$ cat config.mk
export PLATFORM = sky130hd
export DESIGN_NAME = console_ctrl_top
export DESIGN_NICKNAME = d
export VERILOG_FILES = /design/src/console_ctrl_pkg.sv /design/src/led_glow.sv /design/src/command_decode.sv /design/src/reset_execute.sv /design/src/event_counters.sv /design/src/status_result.sv /design/src/console_ctrl_top.sv
export SDC_FILE = /design/constraint.sdc
export NUM_CORES = 1
export LEC_CHECK = 0
export ABC_AREA = 0
export BUFFER_PORTS_ARGS = -buffer_cell sky130_fd_sc_hd__clkbuf_2
export CAP_MARGIN = 15
export CORE_AREA = 2 2 164 166
export DETAILED_ROUTE_END_ITERATION = 12
export DIE_AREA = 0 0 166 168
export PLACE_DENSITY = 0.71
export SKIP_CTS_REPAIR_TIMING = 1
export SLEW_MARGIN = 20
export SYNTH_ARGS = -nofsm -noshare
export SYNTH_HDL_FRONTEND = slang
export SYNTH_SLANG_ARGS = --single-unit
$ cat constraint.sdc
create_clock -name control_clock -period 2.4 [get_ports control_clock]
set_input_delay 0.36 -clock control_clock [delete_from_list [all_inputs] [get_ports control_clock]]
set_output_delay 0.36 -clock control_clock [all_outputs]
set_load 0.1 [all_outputs]
$ cat src/console_ctrl_pkg.sv
package console_ctrl_pkg;

    localparam int COUNT_WIDTH = 32;
    localparam int RSP_WIDTH   = 8;

    ////////////////////////////////////////////////////////////
    // opcodes

    localparam logic [3:0] OP_CONSOLE_RESET = 4'd1;
    localparam logic [3:0] OP_OPT_RESET     = 4'd2;
    localparam logic [3:0] OP_SET_LED_MODE  = 4'd3;
    localparam logic [3:0] OP_READ_COUNTER  = 4'd4;

    // status led sources
    // value 3 shows the optional board reset
    localparam logic [1:0] LED_INDICATOR     = 2'd0;
    localparam logic [1:0] LED_OPT_RESET     = 2'd1;
    localparam logic [1:0] LED_CONSOLE_RESET = 2'd2;

    // event counters
    // select 3 reads zero
    localparam logic [1:0] CNT_PLL54    = 2'd0;
    localparam logic [1:0] CNT_PLL_HDMI = 2'd1;
    localparam logic [1:0] CNT_RESYNC   = 2'd2;

    localparam logic [RSP_WIDTH-1:0] RSP_UNKNOWN = 8'd255;

    ////////////////////////////////////////////////////////////
    // command word

    // opcode nibble on top in both views
    typedef union packed {
        struct packed {
            logic [3:0] opcode;
            logic [1:0] led_mode;
            logic [9:0] unused;
        } ctrl;
        struct packed {
            logic [3:0] opcode;
            logic [1:0] counter_sel;
            logic [1:0] byte_sel;
            logic [7:0] unused;
        } rd;
    } cmd_word_u;

endpackage

$ cat src/led_glow.sv
module led_glow #(
    parameter int GLOW_BIT = 26
) (
    input  logic control_clock,
    input  logic reset_dc,
    output logic glow
);

    localparam int LEVEL_W = 4;

    logic [GLOW_BIT:0]  count;
    logic [LEVEL_W-1:0] level;

    // brightness ramps up while the top bit is set, then back down
    assign level = count[GLOW_BIT] ? count[GLOW_BIT-1 -: LEVEL_W]
                                   : ~count[GLOW_BIT-1 -: LEVEL_W];

    always_ff @(posedge control_clock) begin
        if (reset_dc) begin
            count <= '0;
            glow  <= 1'b0;
        end else begin
            count <= count + (GLOW_BIT + 1)'(1);
            // pwm against the fast bottom bits
            glow  <= level > count[LEVEL_W-1:0];
        end
    end

endmodule

$ cat src/command_decode.sv
module command_decode
    import console_ctrl_pkg::*;
(
    input  logic       control_clock,
    input  logic       reset_dc,
    input  logic       cmd_req,
    input  cmd_word_u  cmd_word,
    input  logic       done,
    output logic       exec_strobe,
    output logic [3:0] opcode,
    output logic [1:0] led_mode,
    output logic [1:0] counter_sel,
    output logic [1:0] byte_sel
);

    logic      req_q;
    logic      busy;
    logic      done_seen;
    logic      idle;
    logic      accept;
    cmd_word_u word_q;

    // free again once the last acknowledge has risen and dropped
    assign idle   = !busy || (done_seen && !done);
    assign accept = idle && cmd_req && !req_q;

    always_ff @(posedge control_clock) begin
        if (reset_dc) begin
            req_q       <= 1'b0;
            busy        <= 1'b0;
            done_seen   <= 1'b0;
            exec_strobe <= 1'b0;
        end else begin
            req_q       <= cmd_req;
            exec_strobe <= accept;
            if (accept) begin
                busy      <= 1'b1;
                done_seen <= 1'b0;
            end else if (idle) begin
                busy <= 1'b0;
            end else if (done) begin
                done_seen <= 1'b1;
            end
        end
    end

    // word is only sampled on an accepted request edge
    always_ff @(posedge control_clock) begin
        if (accept) begin
            word_q <= cmd_word;
        end
    end

    ////////////////////////////////////////////////////////////
    // field decode

    // control view
    assign opcode   = word_q.ctrl.opcode;
    assign led_mode = word_q.ctrl.led_mode;

    // read view
    assign counter_sel = word_q.rd.counter_sel;
    assign byte_sel    = word_q.rd.byte_sel;

endmodule

$ cat src/reset_execute.sv
module reset_execute
    import console_ctrl_pkg::*;
#(
    parameter logic [31:0] HOLD_CYCLES = 32'd32_000_000
) (
    input  logic       control_clock,
    input  logic       reset_dc,
    input  logic       exec_strobe,
    input  logic [3:0] opcode,
    input  logic [1:0] led_mode,
    output logic [1:0] led_mode_reg,
    output logic       console_nreset,
    output logic       opt_nreset
);

    localparam int LINES = 2;

    // line 0 is the console, line 1 the optional board
    localparam logic [LINES-1:0][3:0] LINE_OPS = {OP_OPT_RESET, OP_CONSOLE_RESET};

    wire [LINES-1:0] line_n;

    ////////////////////////////////////////////////////////////
    // reset hold timers

    for (genvar i = 0; i < LINES; i++) begin : g_line
        logic [31:0] hold_count;
        logic        nreset_q;
        logic        start;

        assign start = exec_strobe && (opcode == LINE_OPS[i]);

        // a new command restarts the hold even while already low
        always_ff @(posedge control_clock) begin
            if (reset_dc) begin
                hold_count <= '0;
                nreset_q   <= 1'b1;
            end else if (start) begin
                hold_count <= '0;
                nreset_q   <= 1'b0;
            end else if (!nreset_q) begin
                hold_count <= hold_count + 32'd1;
                if (hold_count == HOLD_CYCLES) begin
                    nreset_q <= 1'b1;
                end
            end
        end

        assign line_n[i] = nreset_q;
    end

    assign console_nreset = line_n[0];
    assign opt_nreset     = line_n[1];

    ////////////////////////////////////////////////////////////
    // led mode

    always_ff @(posedge control_clock) begin
        if (reset_dc) begin
            led_mode_reg <= LED_INDICATOR;
        end else if (exec_strobe && (opcode == OP_SET_LED_MODE)) begin
            led_mode_reg <= led_mode;
        end
    end

endmodule

$ cat src/event_counters.sv
module event_counters
    import console_ctrl_pkg::*;
(
    input  logic                   control_clock,
    input  logic                   reset_dc,
    input  logic                   pll54_locked,
    input  logic                   pll_hdmi_locked,
    input  logic                   resync,
    output logic [COUNT_WIDTH-1:0] pll54_loss_count,
    output logic [COUNT_WIDTH-1:0] pll_hdmi_loss_count,
    output logic [COUNT_WIDTH-1:0] resync_count
);

    localparam int EVENTS = 3;

    logic [EVENTS-1:0]      event_lvl;
    logic [EVENTS-1:0]      event_prev;
    logic [COUNT_WIDTH-1:0] count [EVENTS];

    // lock loss is a rising edge of the inverted lock
    assign event_lvl = {resync, ~pll_hdmi_locked, ~pll54_locked};

    // levels one cycle back for edge detection
    always_ff @(posedge control_clock) begin
        event_prev <= event_lvl;
    end

    ////////////////////////////////////////////////////////////
    // counters

    always_ff @(posedge control_clock) begin
        if (reset_dc) begin
            for (int i = 0; i < EVENTS; i++) begin
                count[i] <= '0;
            end
        end else begin
            for (int i = 0; i < EVENTS; i++) begin
                if (event_lvl[i] && !event_prev[i]) begin
                    count[i] <= count[i] + COUNT_WIDTH'(1);
                end
            end
        end
    end

    assign pll54_loss_count    = count[0];
    assign pll_hdmi_loss_count = count[1];
    assign resync_count        = count[2];

endmodule

$ cat src/status_result.sv
module status_result
    import console_ctrl_pkg::*;
#(
    parameter int SLOW_GLOW_BIT = 26,
    parameter int FAST_GLOW_BIT = 22,
    parameter int BLINK_BIT     = 24
) (
    input  logic                   control_clock,
    input  logic                   reset_dc,
    input  logic                   exec_strobe,
    input  logic [3:0]             opcode,
    input  logic [1:0]             counter_sel,
    input  logic [1:0]             byte_sel,
    input  logic [1:0]             led_mode_reg,
    input  logic                   console_nreset,
    input  logic                   opt_nreset,
    input  logic [COUNT_WIDTH-1:0] pll54_loss_count,
    input  logic [COUNT_WIDTH-1:0] pll_hdmi_loss_count,
    input  logic [COUNT_WIDTH-1:0] resync_count,
    input  logic                   pll_hdmi_locked,
    input  logic                   resync,
    input  logic                   force_generate,
    input  logic                   hdmi_ready,
    input  logic                   cmd_req,
    output logic                   status_led,
    output logic                   cmd_ack,
    output logic [RSP_WIDTH-1:0]   rsp_data,
    output logic                   done
);

    logic                   slow_glow;
    logic                   fast_glow;
    logic [BLINK_BIT:0]     blink_count;
    logic                   led_next;
    logic [COUNT_WIDTH-1:0] sel_count;
    logic [RSP_WIDTH-1:0]   rsp_next;
    logic                   ack_q;

    led_glow #(.GLOW_BIT(SLOW_GLOW_BIT)) slow_glow_gen (
        .control_clock (control_clock),
        .reset_dc      (reset_dc),
        .glow          (slow_glow)
    );

    led_glow #(.GLOW_BIT(FAST_GLOW_BIT)) fast_glow_gen (
        .control_clock (control_clock),
        .reset_dc      (reset_dc),
        .glow          (fast_glow)
    );

    ////////////////////////////////////////////////////////////
    // status led

    // led is active low
    always_comb begin
        case (led_mode_reg)
            LED_CONSOLE_RESET: led_next = console_nreset;
            LED_INDICATOR: begin
                if (!pll_hdmi_locked) begin
                    led_next = 1'b1;
                end else if (resync) begin
                    led_next = ~fast_glow;
                end else if (force_generate) begin
                    led_next = blink_count[BLINK_BIT] ? ~fast_glow : 1'b1;
                end else if (hdmi_ready) begin
                    led_next = 1'b0;
                end else begin
                    led_next = ~slow_glow;
                end
            end
            default: led_next = opt_nreset;
        endcase
    end

    ////////////////////////////////////////////////////////////
    // response

    always_comb begin
        case (counter_sel)
            CNT_PLL54:    sel_count = pll54_loss_count;
            CNT_PLL_HDMI: sel_count = pll_hdmi_loss_count;
            CNT_RESYNC:   sel_count = resync_count;
            default:      sel_count = '0;
        endcase
    end

    always_comb begin
        case (opcode)
            OP_READ_COUNTER:  rsp_next = sel_count[RSP_WIDTH * byte_sel +: RSP_WIDTH];
            OP_CONSOLE_RESET: rsp_next = '0;
            OP_OPT_RESET:     rsp_next = '0;
            OP_SET_LED_MODE:  rsp_next = '0;
            default:          rsp_next = RSP_UNKNOWN;
        endcase
    end

    always_ff @(posedge control_clock) begin
        if (reset_dc) begin
            blink_count <= '0;
            status_led  <= 1'b1;
            ack_q       <= 1'b0;
        end else begin
            blink_count <= blink_count + (BLINK_BIT + 1)'(1);
            status_led  <= led_next;
            if (exec_strobe) begin
                ack_q <= 1'b1;
            end else if (ack_q && !cmd_req) begin
                ack_q <= 1'b0;
            end
        end
    end

    // held until the next acknowledge
    always_ff @(posedge control_clock) begin
        if (exec_strobe) begin
            rsp_data <= rsp_next;
        end
    end

    assign cmd_ack = ack_q;
    assign done    = ack_q;

endmodule

$ cat src/console_ctrl_top.sv
module console_ctrl_top
    import console_ctrl_pkg::*;
#(
    parameter logic [31:0] HOLD_CYCLES   = 32'd32_000_000,
    parameter int          SLOW_GLOW_BIT = 26,
    parameter int          FAST_GLOW_BIT = 22,
    parameter int          BLINK_BIT     = 24
) (
    input  logic                 control_clock,
    input  logic                 reset_dc,
    input  logic                 cmd_req,
    input  cmd_word_u            cmd_word,
    output logic                 cmd_ack,
    output logic [RSP_WIDTH-1:0] rsp_data,
    input  logic                 pll54_locked,
    input  logic                 pll_hdmi_locked,
    input  logic                 resync,
    input  logic                 force_generate,
    input  logic                 hdmi_ready,
    output logic                 console_nreset,
    output logic                 opt_nreset,
    output logic                 status_led
);

    logic                   exec_strobe;
    logic                   done;
    logic [3:0]             opcode;
    logic [1:0]             led_mode;
    logic [1:0]             counter_sel;
    logic [1:0]             byte_sel;
    logic [1:0]             led_mode_reg;
    logic [COUNT_WIDTH-1:0] pll54_loss_count;
    logic [COUNT_WIDTH-1:0] pll_hdmi_loss_count;
    logic [COUNT_WIDTH-1:0] resync_count;

    ////////////////////////////////////////////////////////////
    // decode

    command_decode u_decode (
        .control_clock (control_clock),
        .reset_dc      (reset_dc),
        .cmd_req       (cmd_req),
        .cmd_word      (cmd_word),
        .done          (done),
        .exec_strobe   (exec_strobe),
        .opcode        (opcode),
        .led_mode      (led_mode),
        .counter_sel   (counter_sel),
        .byte_sel      (byte_sel)
    );

    ////////////////////////////////////////////////////////////
    // execute

    reset_execute #(.HOLD_CYCLES(HOLD_CYCLES)) u_reset (
        .control_clock  (control_clock),
        .reset_dc       (reset_dc),
        .exec_strobe    (exec_strobe),
        .opcode         (opcode),
        .led_mode       (led_mode),
        .led_mode_reg   (led_mode_reg),
        .console_nreset (console_nreset),
        .opt_nreset     (opt_nreset)
    );

    event_counters u_counters (
        .control_clock       (control_clock),
        .reset_dc            (reset_dc),
        .pll54_locked        (pll54_locked),
        .pll_hdmi_locked     (pll_hdmi_locked),
        .resync              (resync),
        .pll54_loss_count    (pll54_loss_count),
        .pll_hdmi_loss_count (pll_hdmi_loss_count),
        .resync_count        (resync_count)
    );

    ////////////////////////////////////////////////////////////
    // result

    status_result #(
        .SLOW_GLOW_BIT (SLOW_GLOW_BIT),
        .FAST_GLOW_BIT (FAST_GLOW_BIT),
        .BLINK_BIT     (BLINK_BIT)
    ) u_result (
        .control_clock       (control_clock),
        .reset_dc            (reset_dc),
        .exec_strobe         (exec_strobe),
        .opcode              (opcode),
        .counter_sel         (counter_sel),
        .byte_sel            (byte_sel),
        .led_mode_reg        (led_mode_reg),
        .console_nreset      (console_nreset),
        .opt_nreset          (opt_nreset),
        .pll54_loss_count    (pll54_loss_count),
        .pll_hdmi_loss_count (pll_hdmi_loss_count),
        .resync_count        (resync_count),
        .pll_hdmi_locked     (pll_hdmi_locked),
        .resync              (resync),
        .force_generate      (force_generate),
        .hdmi_ready          (hdmi_ready),
        .cmd_req             (cmd_req),
        .status_led          (status_led),
        .cmd_ack             (cmd_ack),
        .rsp_data            (rsp_data),
        .done                (done)
    );

endmodule

-- Word level (Yosys, flattened, before mapping)
Memories as Yosys holds them, arrays and structs flattened.
Cells that the tools add are included.
- add/sub/neg operators: 8
- shifts and indexed selects: 1
- bitwise logic cells: 10
- equal/unequal tests: 9
- reductions and logical operators: 27
- multiplexer cells: 34
- order comparisons: 2
- operators with widths (operator ; number):
    $add A32 B1 Y32 const B ; 5
    $mux W32 ; 3
    $pmux W32 S3 ; 1
    $eq A32 B25 Y1 const B ; 2
    $shiftx A32 B6 Y8 ; 1
    $add A27 B1 Y27 const B ; 1
    $mux W1 ; 26
    $add A25 B1 Y25 const B ; 1
    $add A23 B1 Y23 const B ; 1
    $pmux W8 S2 ; 1
    $logic_and A1 B1 Y1 ; 10
    $eq A4 B2 Y1 const B ; 2
    $gt A4 B4 Y1 ; 2
    $mux W4 ; 2
    $not A4 Y4 ; 2
    $logic_not A1 Y1 ; 7
    $reduce_or A2 Y1 ; 3
    $not A1 Y1 ; 5
    $eq A2 B2 Y1 const B ; 2
    $eq A4 B1 Y1 const B ; 1
    $eq A4 B3 Y1 const B ; 1
    $logic_not A2 Y1 ; 2
    $reduce_bool A2 Y1 ; 2
    $or A1 B1 Y1 ; 3
    5 further kinds ; 5
- input bits: 24
- word-level logic and storage cells: 111
- memories kept: 1
- flip-flop bits (word level): 178
- RAM bits: 96
- output and inout port bits: 12
- memory list (name ; words ; width ; rd ports ; clocked after memory_dff ; write ports ; line ; source):
    u_counters.count ; 3 ; 32 ; 3 ; 0 ; 3 ; event_counters.sv:18 ; logic [COUNT_WIDTH-1:0] count [EVENTS];

-- Longest topological paths before layout
Gate-level depths: netlist of run 1.
- word-level depth: 6
- mapped depth: 7
- depth with buffers taken out: 6

-- By module
Synthesis of run 1 repeated with hierarchy kept, for this count alone.
- cell total of the unflattened synthesis: 1527
- area, all modules: 14345.0 um2
- modules (own cells, without submodules) (module ; seq. area each (um2) ; area an instance (um2) ; cells an instance ; times used):
    event_counters ; 2942.8 ; 5500.3 ; 532 ; 1
    reset_execute ; 1361.3 ; 3469.6 ; 402 ; 1
    status_result ; 780.7 ; 2433.6 ; 273 ; 1
    led_glow at u_result.slow_glow_gen ; 560.5 ; 1356.3 ; 159 ; 1
    led_glow at u_result.fast_glow_gen ; 480.5 ; 1164.9 ; 137 ; 1
    command_decode ; 320.3 ; 420.4 ; 24 ; 1

-- Least setup slack after synthesis of run 1
No wires, ideal clock.
- path kind: input to register
- start point: input port pll_hdmi_locked
- end point: memory u_counters.count[1][0], in the netlist u_counters.count[0][32] (enable)
- stages on the path: 1
- library setup time: 0.428 ns
- data required time: 1.972 ns
- path buffers: 0
- setup slack: 0.079 ns
- data arrival time: 1.893 ns
- cell sequence: o21bai_1
- RTL lines (item ; line ; source):
    from (decl) ; console_ctrl_top.sv:16 ; input logic pll_hdmi_locked,
    to (decl) ; event_counters.sv:18 ;

==> results of run 1 <==
placed cells by master, fill, tap and decap left out, drive strengths merged, types with 10 or more instances in the layout:
cell | netlist | layout
dfxtp | 154 | 154
nor2 | 113 | 113
edfxtp | 112 | 112
a21oi | 110 | 110
nand2 | 102 | 102
nand3 | 92 | 92
or4 | 69 | 69
clkbuf | 64 | 67
o31ai | 63 | 63
nand4 | 61 | 61
xor2 | 52 | 52
inv | 46 | 48
o21ai | 42 | 42
xnor2 | 42 | 42
mux2i | 39 | 39
or3 | 34 | 34
buf | 18 | 34
mux2 | 27 | 27
nor3 | 27 | 27
nor4 | 27 | 27
nand2b | 26 | 26
and4 | 26 | 26
and3 | 22 | 22
and2 | 19 | 19
nor2b | 18 | 18
ha | 18 | 18
a22oi | 11 | 11
a221oi | 10 | 10
a211o | 10 | 10
dlygate4sd3 | 0 | 10
worst max path at each step:
stage,start,end,depth (start not counted)
6_report,u_counters.count[0][32],u_counters.count[0][52],5
3_5_place_dp,u_counters.count[0][34],u_counters.count[0][55],4
5_1_grt,u_counters.count[0][32],u_counters.count[0][52],5
4_1_cts,u_counters.count[0][34],u_counters.count[0][53],4
2_1_floorplan,pll_hdmi_locked,u_counters.count[0][32],1
3_3_place_gp,u_counters.count[0][34],u_counters.count[0][55],4
kinds of logic (layout without fill, tap and decap cells):
group	after synthesis	in the layout	share of synthesized area, %
AO/OA/AOI/OAI	290	290	13.07
buffers and inverters	128	170	3.471
XOR/XNOR	94	94	5.782
adder cells (fa/ha/maj)	18	18	1.582
multiplexers	66	66	4.877
AND/OR/NAND/NOR	665	665	25.95
flip-flops	266	266	45.27
routing by layer:
metal | wire, um | global-route usage, %
met1 | 14570 | 31.02
met2 | 14850 | 36.84
met3 | 1960 | 3.926
met4 | 932 | 6.692
met5 | 0 | 0
stage by stage:
step / utilization (%) / cells / hold slack [ns] / power [mW] / instance area, um^2
2_1_floorplan: - / 1527 / 0.3877 / 5.618 / 14240
3_3_place_gp: 56.09 / 1846 / 0.4224 / 5.848 / 14780
3_5_place_dp: 56.09 / 1846 / 0.4336 / 5.872 / 14780
4_1_cts: 59.95 / 1900 / -0.08003 / 10.56 / 15800
5_1_grt: 60.34 / 1910 / 0.01139 / 10.84 / 15900
6_report: 60.34 / 1910 / 0.008829 / 10.49 / 15900
final cells by class:
type                    instances  area share, %
multi-input cells            1133          46.00
clock buffers                  41          5.422
clock inverters                13         0.9758
repair buffers                 70          3.289
inverters                      46          1.086
flip-flops and latches        266          40.54
well taps                     341          2.683
power by group:
part	internal, mW	total, mW	switching [mW]
clock	2.83	4.69	1.86
combinational	0.255	0.692	0.437
sequential	4.91	5.11	0.204
total	7.99	10.5	2.50
critical path, delay by kind of cell (launching register included):
kind,cells,cell delay [ns]
AO/OA/AOI/OAI,1,0.16
AND/OR/NAND/NOR,3,1.27
adder cells (fa/ha/maj),1,0.25
flip-flops,1,0.43
==> impl_metrics.yaml, run 1 <==
setup_path:
  critPathSlowestCell: "or4_1"
  cp-start-kind: "flip-flop"
  rr_startpoint: "u_counters.count[0][32]"
  cp_common_cell: "or4_1"
  r2r_end: "u_counters.count[0][52]"
  required_ns: 2.82
  worstSetupEndpointType: "flip-flop"
  cp_max_fo: 10
  reg2regPathDepth: 5
  path_cells: "ha_1 -> nand2_1 -> or4_1 -> or4_1 -> a21oi_1"
  worstSetupPathType: "reg -> reg"
  r2r_slack_ns: 0.14
  max_stage_delay_ns: 0.62
  crit_arrival_ns: 2.68
logic_synthesis:
  synthTopCellsByArea: "edfxtp_1 (24%), dfxtp_1 (22%), a21oi_1 (3.9%)"
  seq_area_frac_synth_pct: 45.27
  syn-num-nets: 1569
  synth_top_cells_by_count: "dfxtp_1 (154), nor2_1 (113), edfxtp_1 (112)"
  synthArstFlopShare_pct: 0
  synth_edf_count: 112
  synth.distinct_cells: 56
  ys_dominant_reg_cell: "dfxtp_1"
  synth_warnings: 0
  synth_top_cell_by_area: "edfxtp_1"
  synth_seq_cells: 266
  synth.top_cell.area_share_pct: 23.62
  synth_cells: 1527
  synth.cell_area_mm2: 0.01424
  synth.avg_cell_area_um2: 9.325
  yosysMostFrequentCell: "dfxtp_1"
flow_run:
  drv_cap: 0
detailed_routing:
  drt_iter0_markers: 1033
  ant_nets: 0
  wl_per_cell_um: 16.92
  routed_via_density: 6.211
  num_vias: 11860
  routed_wl_mm: 32.31
  drt_first_pass_iters: 6
  drc_errors: 0
sta:
  hold_viol_final: 0
  post-route-period-util_pct: 94.29
  finalCriticalPeriod_ns: 2.263
  relSlewSlack_pct: 36.56
  max_freq_ghz: 0.4419
  rsz0062_at_grt: "no"
  worstMarginPinSlew_ns: 0.9516
  drv_slew: 0
  skew_ns: 0.02424
  finalSetupViolations: 0
  tns_ns: 0
  finalWorstSetupSlack_ns: 0.1371
layout:
  largest_registers: "u_counters.count: 96 flops, u_reset.g_line.hold_count: 64 flops, u_result.slow_glow_gen.count: 27 flops"
  nets: 1588
  largest_register_ffs: 96
  multi_input_area_mm2: 0.007315
  layout-drive-gt1-share_pct: 9.242
  diodes: 0
  regArea_mm2: 0.006446
  areaGrowthSynthToFinish_pct: 11.67
  num-fill-cells: 2220
  largest-register: "u_counters.count"
global_routing:
  grt_max_degree: 79
  grt_use_total_pct: 22.61
  grt-ovfl-total: 0
  antenna_found_initial: 0
  grt_pass1_wl_mm: 53.70
  grt_pass1_vias: 10950
placement:
  port-buffer-count: 27
  gp_congestion: 0.8440
  dp_hpwl_mm: 21.92
  pre_cts_ws_ns: 0.1383
floorplan:
  die_x_um: 166
  ios: 36
  coreArea_mm2: 0.02635
  rows: 60
  die_y_um: 168
  dieArea_mm2: 0.02789
  start_util_pct: 54.04
pwr:
  p_per_area_mw_per_mm2: 659.7
  ir_worst_vdd_v: 0.0006740
  p_leak_nw: 5.250
clock_network:
  clock_sinks: 266
  cts.clk_slew.worst_paths_ns: 0.07
  htreeDepth: 1
  cts_buffer_depth: 3
  cts-root-buf: "clkbuf_16"
  cts_buffers: 29
  clk_latency_ns: 0.57
  cts_tree: "built"
hold_path:
  min_to: "u_counters.event_prev[0]"
  whs_path_depth: 2
  hold_class: "in -> reg"
  worstHoldStart: "pll54_locked"
run_status:
  status: "finished, final reports clean"
No activity file was read; power rests on OpenSTA's default activity.
==> run 2: changes to the inputs <==
Settings changed: CORE_AREA 2 2 164 166 to 2 2 162 164, DIE_AREA 0 0 166 168 to 0 0 164 166, PLACE_DENSITY 0.71 to 0.72.
==> impl_metrics.yaml, run 2 (same netlist as run 1, synthesis figures left out) <==
run_status:
  status: "finished, final reports clean"
layout:
  num-fill-cells: 2109
  largest-register: "u_counters.count"
  final_common_cell: "dfxtp_1"
  areaGrowthSynthToFinish_pct: 11.34
  largest_register_ffs: 96
  nets: 1596
  largest_registers: "u_counters.count: 96 flops, u_reset.g_line.hold_count: 64 flops, u_result.slow_glow_gen.count: 27 flops"
  layout-drive-gt1-share_pct: 9.327
  final_cell_mix: "dfxtp_1 (154), nor2_1 (113), edfxtp_1 (112), a21oi_1 (109), nand2_1 (102)"
clock_network:
  cts_buffers: 29
  cts_tree: "built"
  cts_buffer_depth: 3
  clock_sinks: 266
  clk_latency_ns: 0.57
  cts-root-buf: "clkbuf_16"
  cts.clk_slew.worst_paths_ns: 0.06
  htreeDepth: 1
sta:
  worstMarginPinSlew_ns: 0.9386
  skew_ns: 0.02341
  finalSetupViolations: 0
  tns_ns: 0
  hold_viol_final: 0
  finalWorstSetupSlack_ns: 0.1739
  post-route-period-util_pct: 92.76
  finalCriticalPeriod_ns: 2.226
  relSlewSlack_pct: 37.43
  max_freq_ghz: 0.4492
  drv_slew: 0
  rsz0062_at_grt: "no"
setup_path:
  crit_arrival_ns: 2.63
  startpoint: "u_counters.count[0][34]"
  required_ns: 2.80
  cp-start-kind: "flip-flop"
  cp_max_fo: 8
  worstSetupEndpointType: "flip-flop"
  worstSetupPathType: "reg -> reg"
  rr_startpoint: "u_counters.count[0][34]"
  crit_end: "u_counters.count[0][51]"
  r2r_end: "u_counters.count[0][51]"
  r2r_slack_ns: 0.17
  reg2regPathDepth: 4
floorplan:
  ios: 36
  start_util_pct: 55.59
  coreArea_mm2: 0.02562
  die_x_um: 164
  die_y_um: 166
  rows: 59
  dieArea_mm2: 0.02722
pwr:
  p_leak_nw: 5.234
  p_total_mw: 10.07
  p_per_area_mw_per_mm2: 635.2
  ir_worst_vdd_v: 0.0005495
detailed_routing:
  drc_errors: 0
  drt_iter0_markers: 1197
  routed_via_density: 6.211
  ant_nets: 0
  num_vias: 11880
  wl_per_cell_um: 16.80
  routed_wl_mm: 32.13
  drt_first_pass_iters: 5
global_routing:
  grt_pass1_wl_mm: 52.96
  grt-ovfl-total: 0
  antenna_found_initial: 1
  grt_pass1_vias: 10780
  grt_use_total_pct: 23.24
  grt_max_degree: 77
hold_path:
  whs_path_depth: 1
  worstHoldStart: "cmd_word[15]"
  hold_class: "in -> reg"
placement:
  dp_hpwl_mm: 21.97
  gp_congestion: 0.8363
  pre_cts_ws_ns: 0.2427
  port-buffer-count: 27
flow_run:
  drv_cap: 0
[run 2: cell types whose count changed in the layout (fill, tap and decap cells not counted), sizes merged]
cell	before	now
bufinv	3	0
diode	0	1
clkbuf	67	74
buf	34	42
clkinv	8	3
[run 2: layout make-up]
| type | count | area (um^2) | share of cell area, % |
|---|---|---|---|
| Clock inverter | 5 | 45.04 | 0.2841 |
| Multi-Input combinational cell | 1133 | 7311 | 46.12 |
| Inverter | 46 | 172.7 | 1.089 |
| Antenna cell | 1 | 2.502 | 0.01579 |
| Timing Repair Buffer | 78 | 595.6 | 3.757 |
| Sequential cell | 266 | 6446 | 40.66 |
| Clock buffer | 48 | 860.8 | 5.430 |
| Tap cell | 335 | 419.2 | 2.644 |
[run 2: stage by stage]
stage | std cells | hold WS [ns] | instance area (um^2) | util, %
after floorplan | 1527 | 0.3877 | 14240 | -
after global placement | 1848 | 0.4236 | 14840 | 57.95
after detailed placement | 1848 | 0.4321 | 14840 | 57.95
after CTS | 1901 | -0.07792 | 15750 | 61.49
after global routing | 1911 | -0.002971 | 15850 | 61.88
final | 1912 | 0.01575 | 15850 | 61.89
[run 2: worst min path at each step]
stage	end	slack, ns
floorplan	u_counters.event_prev[2]	0.39
global placement	u_result.blink_count[0]	0.42
detailed placement	u_result.blink_count[0]	0.43
CTS	u_counters.event_prev[2]	-0.08
global route	u_decode.word_q[15]	-0.003
finish	u_decode.word_q[15]	0.02
[run 2: layer usage]
layer | global-route usage, % | part of all wire [%] | vias to the layer above
li1 | - | - | 5838
met1 | 32.44 | 45 | 5713
met2 | 37.10 | 47 | 272
met3 | 4.021 | 5.8 | 53
met4 | 6.865 | 2.5 | 0
met5 | 0 | 0 | -
[run 2: power by group]
group          internal, mW  switching [mW]  total, mW
clock network          2.45            1.81       4.26
logic                 0.265           0.437      0.702
registers              4.91           0.202       5.11
total                  7.62            2.45       10.1
[run 2: critical path, stage by stage, from the launching register on]
cell and delay, ns:
edfxtp_1 0.44, nand3_1 0.24, or4_1 0.70, or4_1 0.52
a21oi_1 0.16
==> run 3: changes to the inputs <==
Settings changed: MAX_ROUTING_LAYER set to met4.
==> impl_metrics.yaml, run 3 (same netlist as run 1, synthesis figures left out) <==
clock_network:
  cts_buffer_depth: 3
  cts_buffers: 29
  clock_sinks: 266
  cts_tree: "built"
  cts-root-buf: "clkbuf_16"
  htreeDepth: 1
  clk_latency_ns: 0.57
  cts.clk_slew.worst_paths_ns: 0.06
run_status:
  status: "finished, final reports clean"
global_routing:
  grt_use_total_pct: 23.92
  grt_pass1_wl_mm: 52.92
  antenna_found_initial: 1
  grt-ovfl-total: 0
  grt_pass1_vias: 10790
  grt_max_degree: 77
layout:
  regArea_mm2: 0.006446
  layout-drive-gt1-share_pct: 9.327
  largest-register: "u_counters.count"
  multi_input_area_mm2: 0.007311
  fin_cells: 1912
  num-fill-cells: 2109
  nets: 1596
  largest_register_ffs: 96
  final_cell_mix: "dfxtp_1 (154), nor2_1 (113), edfxtp_1 (112), a21oi_1 (109), nand2_1 (102)"
  final_common_cell: "dfxtp_1"
  areaGrowthSynthToFinish_pct: 11.34
  largest_registers: "u_counters.count: 96 flops, u_reset.g_line.hold_count: 64 flops, u_result.slow_glow_gen.count: 27 flops"
pwr:
  ir_worst_vdd_v: 0.0005482
  p_per_area_mw_per_mm2: 635.2
  p_total_mw: 10.07
  p_leak_nw: 5.234
sta:
  relSlewSlack_pct: 38.42
  worstMarginPinSlew_ns: 0.9237
  finalSetupViolations: 0
  rsz0062_at_grt: "no"
  drv_slew: 0
  tns_ns: 0
  skew_ns: 0.02284
  post-route-period-util_pct: 91.95
  hold_viol_final: 0
  finalCriticalPeriod_ns: 2.207
  max_freq_ghz: 0.4532
floorplan:
  dieArea_mm2: 0.02722
  start_util_pct: 55.59
  die_x_um: 164
  rows: 59
  ios: 36
  die_y_um: 166
  coreArea_mm2: 0.02562
placement:
  dp.cells: 1848
  dp_hpwl_mm: 21.97
  gp_congestion: 0.8492
  port-buffer-count: 27
setup_path:
  required_ns: 2.80
  crit_arrival_ns: 2.61
  cp_max_fo: 8
  worstSetupEndpointType: "flip-flop"
  worstSetupPathType: "reg -> reg"
  cp-start-kind: "flip-flop"
detailed_routing:
  ant_nets: 0
  wl_per_cell_um: 16.79
  drt_first_pass_iters: 6
  routed_via_density: 6.203
  num_vias: 11860
  drt_iter0_markers: 1121
  drc_errors: 0
  routed_wl_mm: 32.10
hold_path:
  hold_class: "in -> reg"
flow_run:
  drv_cap: 0
[run 3: cell counts in the layout (fill, tap and decap cells not counted)]
No cell type changed its count.
[run 3: cell type report]
cell class,instances,share of cell area [%]
Inverter,46,1.089
Sequential cell,266,40.66
Multi-Input combinational cell,1133,46.12
Timing Repair Buffer,78,3.757
Tap cell,335,2.644
Clock inverter,5,0.2841
Clock buffer,48,5.430
Antenna cell,1,0.01579
[run 3: worst max-delay path, cell delays in order (launching register included)]
cell      delay (ns)
edfxtp_1        0.44
nand3_1         0.24
or4_1           0.69
or4_1           0.52
a21oi_1         0.15
[run 3: per-layer routing]
metal	wire, um	GRT usage, %	vias to the layer above
met5	0	-	-
met4	820	6.865	0
li1	-	-	5851
met3	1676	3.871	56
met1	14600	32.45	5672
met2	15010	37.12	282
[run 3: worst paths after layout]
| check | from | endpoint | slack [ns] | cells after the start |
|---|---|---|---|---|
| worst max-delay path | u_counters.count[0][34] | u_counters.count[0][53] | 0.19 | 4 |
| worst min-delay path | cmd_word[15] | u_decode.word_q[15] | 0.02 | 1 |
| worst max register to register | u_counters.count[0][34] | u_counters.count[0][53] | 0.19 | 4 |
| worst min register to register | u_result.blink_count[0] | u_result.blink_count[0] | 0.43 | 1 |
[run 3: report_power, final]
group          leakage [nW]  internal (mW)  switching (mW)
Clock                 0.452           2.45            1.81
Combinational          2.37          0.266           0.437
Sequential             2.41           4.91           0.201
[run 3: per-stage QoR]
step	utilization (%)	hold WS, ns	cell area [um^2]	worst slack, ns
3_5_place_dp	57.95	0.4321	14840	0.2427
6_report	61.89	0.01569	15850	0.1933
3_3_place_gp	57.95	0.4236	14840	0.2949
5_1_grt	61.89	-0.002971	15850	0.05970
2_1_floorplan	-	0.3877	14240	0.07869
4_1_cts	61.49	-0.07792	15750	0.2070
